File: src/rtl/st7789_pkg.sv
//######################################
// ST7789 panel definitions
// command codes, command item layout, table sizes and delay
// types shared by the sequencer, command table and serializer
//######################################
package st7789_pkg;

    typedef logic [7:0]  byte_t;      // one byte on the SPI wire
    typedef logic [19:0] cycles_t;    // delay length in clock cycles
    typedef logic [3:0]  item_idx_t;  // command table index

    // one SPI transfer with its DC level
    typedef struct packed {
        logic  dc;    // 0 = command, 1 = parameter or pixel
        byte_t data;
    } lcd_item_t;

    // table lengths
    localparam int INIT_ITEMS   = 9;
    localparam int WINDOW_ITEMS = 11;

    // ST7789 command codes
    localparam byte_t CMD_SWRESET = 8'h01;
    localparam byte_t CMD_SLPOUT  = 8'h11;
    localparam byte_t CMD_COLMOD  = 8'h3A;
    localparam byte_t CMD_MADCTL  = 8'h36;
    localparam byte_t CMD_INVON   = 8'h21;
    localparam byte_t CMD_NORON   = 8'h13;
    localparam byte_t CMD_DISPON  = 8'h29;
    localparam byte_t CMD_CASET   = 8'h2A;
    localparam byte_t CMD_RASET   = 8'h2B;
    localparam byte_t CMD_RAMWR   = 8'h2C;

    // init parameters
    localparam byte_t PAR_COLMOD_565 = 8'h55;  // 16 bit per pixel
    localparam byte_t PAR_MADCTL_RGB = 8'h00;  // no mirror, RGB order

endpackage

File: src/rtl/pixel_pkg.sv
//######################################
// upstream pixel stream types
// pixel format and the counter type used for
// credits and buffer fill
//######################################
package pixel_pkg;

    // RGB565, red in the top bits
    typedef logic [15:0] pixel_t;

    // credit and fill counter, enough for depths up to 8
    typedef logic [3:0] credit_cnt_t;

endpackage

File: src/rtl/lcd_delay_timer.sv
//######################################
// loadable delay timer
// load with start and a cycle count; done stays high
// from expiry until the next start
//######################################
`timescale 1ns/1ns

module lcd_delay_timer (
    input  logic                w_clk,
    input  logic                reset,
    input  logic                start,
    input  st7789_pkg::cycles_t cycles,
    output logic                done
);
    import st7789_pkg::*;

    cycles_t cnt;

    always_ff @(posedge w_clk) begin
        if (reset) begin
            cnt  <= '0;
            done <= 1'b0;
        end else if (start) begin
            cnt  <= cycles;
            done <= (cycles == '0);
        end else if (cnt != '0) begin
            cnt <= cnt - 1'b1;
            if (cnt == cycles_t'(1)) done <= 1'b1;   // reaching zero
        end
    end

endmodule

File: src/rtl/lcd_command_rom.sv
//######################################
// ST7789 command tables
// init list and per-frame window list, read combinationally;
// window ends follow the panel size
//######################################
`timescale 1ns/1ns

module lcd_command_rom #(
    parameter int PANEL_W = 240,
    parameter int PANEL_H = 240
) (
    input  st7789_pkg::item_idx_t idx,
    input  logic                  window,
    output st7789_pkg::lcd_item_t item
);
    import st7789_pkg::*;

    localparam logic [15:0] COL_END = 16'(PANEL_W - 1);
    localparam logic [15:0] ROW_END = 16'(PANEL_H - 1);

    function automatic lcd_item_t cmd(input byte_t code);
        return '{dc: 1'b0, data: code};
    endfunction

    function automatic lcd_item_t par(input byte_t value);
        return '{dc: 1'b1, data: value};
    endfunction

    always_comb begin
        item = cmd(8'h00);   // nop outside the tables
        if (!window) begin
            case (idx)
                4'd0: item = cmd(CMD_SWRESET);
                4'd1: item = cmd(CMD_SLPOUT);
                4'd2: item = cmd(CMD_COLMOD);
                4'd3: item = par(PAR_COLMOD_565);
                4'd4: item = cmd(CMD_MADCTL);
                4'd5: item = par(PAR_MADCTL_RGB);
                4'd6: item = cmd(CMD_INVON);
                4'd7: item = cmd(CMD_NORON);
                4'd8: item = cmd(CMD_DISPON);
                default: ;
            endcase
        end else begin
            case (idx)
                4'd0:  item = cmd(CMD_CASET);
                4'd1:  item = par(8'h00);          // column start
                4'd2:  item = par(8'h00);
                4'd3:  item = par(COL_END[15:8]);  // column end
                4'd4:  item = par(COL_END[7:0]);
                4'd5:  item = cmd(CMD_RASET);
                4'd6:  item = par(8'h00);          // row start
                4'd7:  item = par(8'h00);
                4'd8:  item = par(ROW_END[15:8]);  // row end
                4'd9:  item = par(ROW_END[7:0]);
                4'd10: item = cmd(CMD_RAMWR);
                default: ;
            endcase
        end
    end

endmodule

File: src/rtl/pixel_credit_fifo.sv
//######################################
// credit based pixel buffer
// circular buffer of FIFO_DEPTH pixels; grants FIFO_DEPTH
// credits after reset and one more per popped pixel
//######################################
`timescale 1ns/1ns

module pixel_credit_fifo #(
    parameter int FIFO_DEPTH = 4
) (
    input  logic              w_clk,
    input  logic              reset,
    input  logic              push,
    input  pixel_pkg::pixel_t push_pix,
    output logic              credit,
    input  logic              pop,
    output logic              buf_valid,
    output pixel_pkg::pixel_t buf_pix
);
    import pixel_pkg::*;

    localparam int PTR_W = (FIFO_DEPTH > 1) ? $clog2(FIFO_DEPTH) : 1;
    localparam logic [PTR_W-1:0] LAST = PTR_W'(FIFO_DEPTH - 1);

    pixel_t           mem [FIFO_DEPTH];
    logic [PTR_W-1:0] wr_ptr;
    logic [PTR_W-1:0] rd_ptr;
    credit_cnt_t      fill;
    credit_cnt_t      owed;     // initial credits not yet granted

    assign buf_valid = (fill != '0);
    assign buf_pix   = mem[rd_ptr];

    always_ff @(posedge w_clk) begin
        if (push) mem[wr_ptr] <= push_pix;
    end

    always_ff @(posedge w_clk) begin
        if (reset) begin
            wr_ptr <= '0;
            rd_ptr <= '0;
            fill   <= '0;
        end else begin
            if (push) wr_ptr <= (wr_ptr == LAST) ? '0 : wr_ptr + 1'b1;
            if (pop) rd_ptr <= (rd_ptr == LAST) ? '0 : rd_ptr + 1'b1;
            case ({push, pop})
                2'b10:   fill <= fill + 1'b1;
                2'b01:   fill <= fill - 1'b1;
                default: ;
            endcase
        end
    end

    // a pop takes the slot this cycle, owed credits wait one
    always_ff @(posedge w_clk) begin
        if (reset) begin
            credit <= 1'b0;
            owed   <= credit_cnt_t'(FIFO_DEPTH);
        end else if (pop) begin
            credit <= 1'b1;
        end else if (owed != '0) begin
            credit <= 1'b1;
            owed   <= owed - 1'b1;
        end else begin
            credit <= 1'b0;
        end
    end

endmodule

File: src/rtl/spi_byte_tx.sv
//######################################
// 3-wire SPI byte serializer
// takes one command item, sends it MSB first with SCL idle
// high; busy for 18 cycles from acceptance
//######################################
`timescale 1ns/1ns

module spi_byte_tx (
    input  logic                  w_clk,
    input  logic                  reset,
    input  st7789_pkg::lcd_item_t item,
    input  logic                  item_valid,
    output logic                  ready,
    output logic                  sda,
    output logic                  scl,
    output logic                  dc
);
    import st7789_pkg::*;

    logic       busy;
    logic [4:0] cnt;     // cycle within the byte, 1 to 18
    byte_t      shreg;

    assign ready = !busy;
    assign sda   = shreg[7];

    // cycle 1 setup with SCL high, then 8 bits of low/high pairs,
    // cycle 18 idle high before ready returns
    always_ff @(posedge w_clk) begin
        if (reset) begin
            busy  <= 1'b0;
            cnt   <= '0;
            scl   <= 1'b1;
            dc    <= 1'b0;
            shreg <= '0;
        end else if (item_valid && !busy) begin
            busy  <= 1'b1;
            cnt   <= 5'd1;
            shreg <= item.data;   // MSB shows at once
            dc    <= item.dc;
        end else if (busy) begin
            cnt <= cnt + 1'b1;
            if (cnt >= 5'd1 && cnt <= 5'd16) scl <= ~scl;
            // next bit as SCL falls
            if (cnt[0] && cnt >= 5'd3 && cnt <= 5'd15) shreg <= {shreg[6:0], 1'b0};
            if (cnt == 5'd18) busy <= 1'b0;
        end
    end

endmodule

File: src/rtl/lcd_sequencer.sv
//######################################
// panel bring-up and frame sequencer
// pulses the panel reset, sends the spaced init list, then loops
// over window commands and pixel bytes, high byte first
//######################################
`timescale 1ns/1ns

module lcd_sequencer #(
    parameter int PANEL_W      = 240,
    parameter int PANEL_H      = 240,
    parameter int RESET_CYCLES = 10000,
    parameter int WAKE_CYCLES  = 10000,
    parameter int INIT_GAP     = 2048
) (
    input  logic                  w_clk,
    input  logic                  reset,
    output logic                  lcd_res,
    output logic                  tmr_start,
    output st7789_pkg::cycles_t   tmr_cycles,
    input  logic                  tmr_done,
    output st7789_pkg::item_idx_t tbl_idx,
    output logic                  tbl_window,
    input  st7789_pkg::lcd_item_t tbl_item,
    input  logic                  buf_valid,
    input  pixel_pkg::pixel_t     buf_pix,
    output logic                  pop,
    output st7789_pkg::lcd_item_t item,
    output logic                  item_valid,
    input  logic                  tx_ready
);
    import st7789_pkg::*;

    localparam int FRAME_PIX = PANEL_W * PANEL_H;
    localparam int PIX_CNT_W = $clog2(FRAME_PIX + 1);

    // timer loads, shortened by the start and state pipeline cycles
    localparam cycles_t RESET_LOAD = cycles_t'(RESET_CYCLES - 1);
    localparam cycles_t WAKE_LOAD  = cycles_t'(WAKE_CYCLES - 2);
    localparam cycles_t GAP_LOAD   = cycles_t'(INIT_GAP - 3);

    typedef enum logic [2:0] {
        RESET_LOW,
        WAKE,
        INIT_SEND,
        INIT_WAIT,
        WINDOW,
        PIX_HI,
        PIX_LO
    } seq_state_t;

    seq_state_t           state;
    logic [PIX_CNT_W-1:0] pix_cnt;   // pixels sent in this frame
    byte_t                pix_lo;    // low byte of the popped pixel
    logic                 accept;
    logic                 tmr_over;

    assign accept     = item_valid && tx_ready;
    assign tmr_over   = tmr_done && !tmr_start;  // done is stale in the start cycle
    assign tbl_window = (state == WINDOW);

    always_comb begin
        item_valid = 1'b0;
        item       = tbl_item;
        pop        = 1'b0;
        case (state)
            INIT_SEND, WINDOW: item_valid = 1'b1;
            PIX_HI: begin
                item_valid = buf_valid;   // stall with SCL idle when empty
                item       = '{dc: 1'b1, data: buf_pix[15:8]};
                pop        = buf_valid && tx_ready;
            end
            PIX_LO: begin
                item_valid = 1'b1;
                item       = '{dc: 1'b1, data: pix_lo};
            end
            default: ;
        endcase
    end

    always_ff @(posedge w_clk) begin
        if (reset) begin
            state      <= RESET_LOW;
            lcd_res    <= 1'b0;
            tmr_start  <= 1'b1;        // time the reset pulse right away
            tmr_cycles <= RESET_LOAD;
            tbl_idx    <= '0;
            pix_cnt    <= '0;
        end else begin
            tmr_start <= 1'b0;
            case (state)
                RESET_LOW: if (tmr_over) begin
                    lcd_res    <= 1'b1;
                    tmr_start  <= 1'b1;
                    tmr_cycles <= WAKE_LOAD;
                    state      <= WAKE;
                end
                WAKE: if (tmr_over) state <= INIT_SEND;
                INIT_SEND: if (accept) begin
                    tmr_start  <= 1'b1;
                    tmr_cycles <= GAP_LOAD;
                    state      <= INIT_WAIT;
                    if (tbl_idx == item_idx_t'(INIT_ITEMS - 1)) tbl_idx <= '0;
                    else tbl_idx <= tbl_idx + 1'b1;
                end
                INIT_WAIT: if (tmr_over) begin
                    // index wrapped, so the list is done
                    state <= (tbl_idx == '0) ? WINDOW : INIT_SEND;
                end
                WINDOW: if (accept) begin
                    if (tbl_idx == item_idx_t'(WINDOW_ITEMS - 1)) begin
                        tbl_idx <= '0;
                        state   <= PIX_HI;
                    end else begin
                        tbl_idx <= tbl_idx + 1'b1;
                    end
                end
                PIX_HI: if (accept) state <= PIX_LO;
                PIX_LO: if (accept) begin
                    if (pix_cnt == PIX_CNT_W'(FRAME_PIX - 1)) begin
                        pix_cnt <= '0;
                        state   <= WINDOW;   // next frame
                    end else begin
                        pix_cnt <= pix_cnt + 1'b1;
                        state   <= PIX_HI;
                    end
                end
                default: state <= RESET_LOW;
            endcase
        end
    end

    always_ff @(posedge w_clk) begin
        if (pop) pix_lo <= buf_pix[7:0];
    end

endmodule

File: src/rtl/lcd_top.sv
//######################################
// ST7789 driver top level
// takes RGB565 pixels over a credit stream, brings the panel
// up and streams frames over 3-wire SPI. set the panel size
// and delays through the parameters
//######################################
`timescale 1ns/1ns

module lcd_top #(
    parameter int PANEL_W      = 240,
    parameter int PANEL_H      = 240,
    parameter int RESET_CYCLES = 10000,
    parameter int WAKE_CYCLES  = 10000,
    parameter int INIT_GAP     = 2048,
    parameter int FIFO_DEPTH   = 4
) (
    input  logic              w_clk,
    input  logic              reset,
    input  logic              pix_valid,
    input  pixel_pkg::pixel_t pix,
    output logic              pix_credit,
    output logic              lcd_res,
    output logic              lcd_scl,
    output logic              lcd_sda,
    output logic              lcd_dc
);
    import st7789_pkg::*;
    import pixel_pkg::*;

    logic      tmr_start;
    cycles_t   tmr_cycles;
    logic      tmr_done;
    item_idx_t tbl_idx;
    logic      tbl_window;
    lcd_item_t tbl_item;
    logic      buf_valid;
    pixel_t    buf_pix;
    logic      pop;
    lcd_item_t item;
    logic      item_valid;
    logic      tx_ready;

    lcd_sequencer #(
        .PANEL_W      (PANEL_W),
        .PANEL_H      (PANEL_H),
        .RESET_CYCLES (RESET_CYCLES),
        .WAKE_CYCLES  (WAKE_CYCLES),
        .INIT_GAP     (INIT_GAP)
    ) i_sequencer (
        .w_clk      (w_clk),
        .reset      (reset),
        .lcd_res    (lcd_res),
        .tmr_start  (tmr_start),
        .tmr_cycles (tmr_cycles),
        .tmr_done   (tmr_done),
        .tbl_idx    (tbl_idx),
        .tbl_window (tbl_window),
        .tbl_item   (tbl_item),
        .buf_valid  (buf_valid),
        .buf_pix    (buf_pix),
        .pop        (pop),
        .item       (item),
        .item_valid (item_valid),
        .tx_ready   (tx_ready)
    );

    lcd_delay_timer i_timer (
        .w_clk  (w_clk),
        .reset  (reset),
        .start  (tmr_start),
        .cycles (tmr_cycles),
        .done   (tmr_done)
    );

    lcd_command_rom #(
        .PANEL_W (PANEL_W),
        .PANEL_H (PANEL_H)
    ) i_command_rom (
        .idx    (tbl_idx),
        .window (tbl_window),
        .item   (tbl_item)
    );

    pixel_credit_fifo #(
        .FIFO_DEPTH (FIFO_DEPTH)
    ) i_pixel_fifo (
        .w_clk     (w_clk),
        .reset     (reset),
        .push      (pix_valid),
        .push_pix  (pix),
        .credit    (pix_credit),
        .pop       (pop),
        .buf_valid (buf_valid),
        .buf_pix   (buf_pix)
    );

    spi_byte_tx i_spi_tx (
        .w_clk      (w_clk),
        .reset      (reset),
        .item       (item),
        .item_valid (item_valid),
        .ready      (tx_ready),
        .sda        (lcd_sda),
        .scl        (lcd_scl),
        .dc         (lcd_dc)
    );

endmodule

File: config.mk
export PLATFORM = sky130hd
export DESIGN_NAME = lcd_top
export DESIGN_NICKNAME = d
export VERILOG_FILES = /design/src/rtl/st7789_pkg.sv /design/src/rtl/pixel_pkg.sv /design/src/rtl/lcd_delay_timer.sv /design/src/rtl/lcd_command_rom.sv /design/src/rtl/pixel_credit_fifo.sv /design/src/rtl/spi_byte_tx.sv /design/src/rtl/lcd_sequencer.sv /design/src/rtl/lcd_top.sv
export SDC_FILE = /design/constraint.sdc
export NUM_CORES = 1
export LEC_CHECK = 0
export BUFFER_PORTS_ARGS = -buffer_cell sky130_fd_sc_hd__buf_2
export CORE_MARGIN = 5
export CORE_UTILIZATION = 40
export DETAILED_ROUTE_END_ITERATION = 10
export GPL_ROUTABILITY_DRIVEN = 0
export GPL_TIMING_DRIVEN = 0
export PLACE_DENSITY = 0.59
export SLEW_MARGIN = 10
export SYNTH_ARGS = -nofsm -noshare
export SYNTH_HDL_FRONTEND = slang
export SYNTH_HIERARCHICAL = 1
export SYNTH_SLANG_ARGS = --single-unit
File: constraint.sdc
create_clock -name w_clk -period 3.3 [get_ports w_clk]
set_clock_uncertainty 0.1 [all_clocks]
set_input_delay 0.66 -clock w_clk [delete_from_list [all_inputs] [get_ports w_clk]]
set_output_delay 0.66 -clock w_clk [all_outputs]
set_load 0.01 [all_outputs]
==> results.json <==
{
  "die_area_um2": 21600,
  "dieWidth_um": 147,
  "synth_compound_gate_area_share_pct": 11.5,
  "synth_cells": 684,
  "grtUsageMet2_pct": 25.0,
  "grt_remaining_overflow": 0,
  "grt_pass1_vias": 5321,
  "vias": 5246,
  "htreeDepth": 4,
  "worstMarginPinSlew_ns": 0.876,
  "synth_adder_area_share_pct": 3.50,
  "r2r_slack_ns": 0.38,
  "layout.cells.non_filler": 984,
  "cts_buffers": 17,
  "ys_seq_elements": 152,
  "worst_setup_path_start_kind": "flip-flop",
  "rows": 50,
  "final.setup.tns_ns": 0,
  "hp-class": "input port to flip-flop",
  "clkTransAtPathRegs_ns": 0.06,
  "synth_area_per_cell_um2": 11.0,
  "drv_slew": 0,
  "grt_pass1_wl_mm": 25.5,
  "via_per_inst": 5.33,
  "min-delay-start": "pix[0]",
  "root_buffer": "clkbuf_16",
  "post_cts_buffers": 0,
  "p_per_area_nw_per_um2": 506,
  "grt_max_degree": 20,
  "drt_iter0_markers": 247,
  "setup_viol": 0,
  "grtUsageTotal_pct": 14.4,
  "dr.pass1.iters": 5,
  "synth_xor_area_share_pct": 3.97,
  "status": "finished clean",
  "ant_nets": 0,
  "regToRegEndpoint": "i_pixel_fifo/fill[3]$_SDFFE_PP0P_",
  "route.detailed.drc": 0,
  "fmax_mhz": 342,
  "area_growth_pct": 13.5,
  "crit_path_max_fanout": 14,
  "synth_top_family_by_area": "simple AND/OR/NAND/NOR gates",
  "clk_latency_ns": 0.42,
  "top_usage_layer": "met2",
  "use_met1_pct": 17.8,
  "postPlaceCellArea_um2": 7960,
  "clock-sinks": 152,
  "post-route-cell-area_um2": 8520,
  "antenna_cells": 0,
  "fill_cells": 1686,
  "synthFlopType": "dfxtp_1",
  "synth.yosys.seq_area_share_pct": 50.1,
  "fin_hold_ws_ns": 0.351,
  "leakage_nw": 3.05,
  "netlist_area_um2": 7510,
  "worst-setup-path-type": "flip-flop to flip-flop",
  "synth_edf_count": 72,
  "peakVddDrop_mv": 0.518,
  "drv_cap": 0,
  "async_flop_share_pct": 0,
  "timing.final.crit_share_pct": 88.6,
  "relSlewSlack_pct": 41.6,
  "final_core_util_pct": 45.9,
  "cts_tree": "done",
  "crit_path_end_kind": "flip-flop",
  "final_nets": 777,
  "start_util_pct": 40.4,
  "finalHoldViolCount": 0,
  "drt-wirelength-per-cell_um": 15.3,
  "wirelength_mm": 15.0,
  "cp-startpoint": "i_sequencer/state[2]$_SDFFE_PP0P_",
  "place_inst": 952,
  "cp.required_ns": 3.50,
  "drive_above_1_share_pct": 19.1,
  "rsz0062_at_grt": "false",
  "cts_buffer_depth": 2,
  "timing.rr.start": "i_sequencer/state[2]$_SDFFE_PP0P_",
  "boundaryPins": 24,
  "hold_path_depth": 1,
  "yosysUniqueCellTypes": 80,
  "arrival_ns": 3.12,
  "muxShareOfSynthArea_pct": 6.43,
  "synth-warning-count": 6,
  "use_met3_pct": 3.08,
  "reg2regPathDepth": 10,
  "dieHeight_um": 147,
  "port_buffers": 23,
  "grt_antenna_before_repair": 0,
  "hold_end": "i_pixel_fifo/mem[1][0]$_DFFE_PP_",
  "synth-simple-area-share_pct": 18.1,
  "hpwl_mm": 10.4,
  "min_period_ns": 2.92,
  "core_um2": 18600
}
-- logic make-up (layout without fill, tap and decap cells) --
group / Yosys count / in the layout
buffers and inverters: 75 / 130
flip-flops: 152 / 152
XOR/XNOR: 34 / 34
adder cells (fa/ha/maj): 21 / 21
AND/OR/NAND/NOR: 243 / 243
multiplexers: 28 / 28
other: 2 / 13
AO/OA/AOI/OAI: 129 / 129
-- what timing repair did --
action	4_1_cts	5_1_grt
endpoints found under the setup margin	0	2
hold buffers	0	0
gates resized for setup	0	1
hold endpoints to repair	0	0
-- metrics by stage --
| stage | power (mW) | setup slack [ns] |
|---|---|---|
| after floorplan | 2.42 | 0.423 |
| after global placement | 2.50 | -0.173 |
| after detailed placement | 2.53 | 0.132 |
| after CTS | 4.36 | 0.125 |
| after global routing | 4.49 | 0.114 |
| final | 4.31 | 0.376 |
-- worst max-delay path by stage --
stage / end / slack (ns) / depth (start not counted)
floorplan: i_pixel_fifo/fill[3]$_SDFFE_PP0P_ / 0.42 / 10
global placement: i_pixel_fifo/fill[3]$_SDFFE_PP0P_ / -0.17 / 10
detailed placement: i_pixel_fifo/fill[3]$_SDFFE_PP0P_ / 0.13 / 10
CTS: i_pixel_fifo/fill[3]$_SDFFE_PP0P_ / 0.13 / 10
global route: i_pixel_fifo/fill[3]$_SDFFE_PP0P_ / 0.11 / 10
finish: i_pixel_fifo/fill[3]$_SDFFE_PP0P_ / 0.38 / 10
-- sequential cells by signal (all words and copies together), names as in the netlist, 2 cells and up, named ones only --
name / count
i_sequencer/pix_lo: 8
i_spi_tx/cnt: 5
i_spi_tx/shreg: 8
i_pixel_fifo/mem: 64
i_pixel_fifo/owed: 4
i_sequencer/pix_cnt: 16
i_sequencer/state: 3
i_pixel_fifo/rd_ptr: 2
i_sequencer/tmr_cycles: 3
i_pixel_fifo/fill: 4
i_timer/cnt: 20
i_sequencer/tbl_idx: 4
i_pixel_fifo/wr_ptr: 2
-- power by group --
group	internal, mW	leakage, nW	switching (mW)	total (mW)
clock	1.00	0.261	0.811	1.81
sequential	2.06	1.31	0.0599	2.12
combinational	0.166	1.47	0.205	0.371
total	3.23	3.05	1.08	4.31
-- synthesized netlist by cell type (all sizes together) (3+ instances only) --
library cell	instances	area share (%)
a211oi	9	0.90
a21oi	39	2.6
a311o	3	0.43
a31oi	6	0.50
and2	8	0.67
and3	5	0.43
and3b	5	0.60
buf	36	3.7
clkbuf	14	1.2
dfxtp	80	21
edfxtp	72	29
ha	21	3.5
inv	23	1.1
mux2i	10	1.3
mux4	16	4.8
nand2	40	2.0
nand2b	6	0.50
nand3	18	1.2
nand3b	3	0.30
nand4	6	0.50
nand4b	3	0.55
nor2	66	3.3
nor2b	6	0.50
nor3	13	0.87
nor3b	8	0.87
nor4	10	0.92
nor4b	5	0.58
o21ai	24	1.6
o221ai	3	0.58
o22ai	10	0.83
o311ai	3	0.35
o31ai	7	0.70
or2	6	0.50
or3	11	0.92
or4	14	1.6
xnor2	19	2.2
xor2	15	1.8
-- layout by cell type (no fill, tap or decap), types with 11 or more instances in the layout --
| master | synthesis | final |
|---|---|---|
| clkbuf_1 | 10 | 11 |
| conb_1 | 2 | 13 |
| o21ai_0 | 16 | 16 |
| nor3_1 | 13 | 13 |
| edfxtp_1 | 72 | 72 |
| buf_2 | 8 | 31 |
| or3_1 | 11 | 11 |
| clkbuf_16 | 0 | 17 |
| a21oi_1 | 39 | 39 |
| inv_1 | 23 | 23 |
| nor2_1 | 66 | 65 |
| xnor2_1 | 19 | 19 |
| xor2_1 | 15 | 15 |
| nand2_1 | 40 | 40 |
| mux4_2 | 16 | 16 |
| dfxtp_1 | 80 | 80 |
| buf_4 | 20 | 20 |
| nand3_1 | 18 | 18 |
| ha_1 | 21 | 21 |
-- layout make-up --
| cell class | count | area [um^2] | area share (%) |
|---|---|---|---|
| multi-input combinational | 468 | 3320 | 39.0 |
| timing repair buffer | 23 | 115 | 1.35 |
| inverter | 24 | 90.1 | 1.06 |
| tap | 234 | 293 | 3.44 |
| clock buffer | 19 | 443 | 5.20 |
| sequential | 152 | 3760 | 44.2 |
| clock inverter | 13 | 114 | 1.34 |
| buffer | 51 | 382 | 4.48 |
-- per-layer routing --
| metal | routed length, um | vias up |
|---|---|---|
| met4 | 197 | 0 |
| met1 | 6790 | 2547 |
| met5 | 0 | - |
| li1 | - | 2599 |
| met2 | 7590 | 86 |
| met3 | 461 | 14 |
-- worst max-delay path, stage by stage (launching register included) --
cell and delay (ns):
dfxtp_1 0.32, buf_6 0.14, clkbuf_1 0.34, nand3_1 0.19, nor2_4 0.41, ha_1 0.33, buf_6 0.14, nor4b_1 0.32
o21ai_1 0.09, o31ai_1 0.08, mux2_1 0.34
No activity file was read; power rests on OpenSTA's default activity.
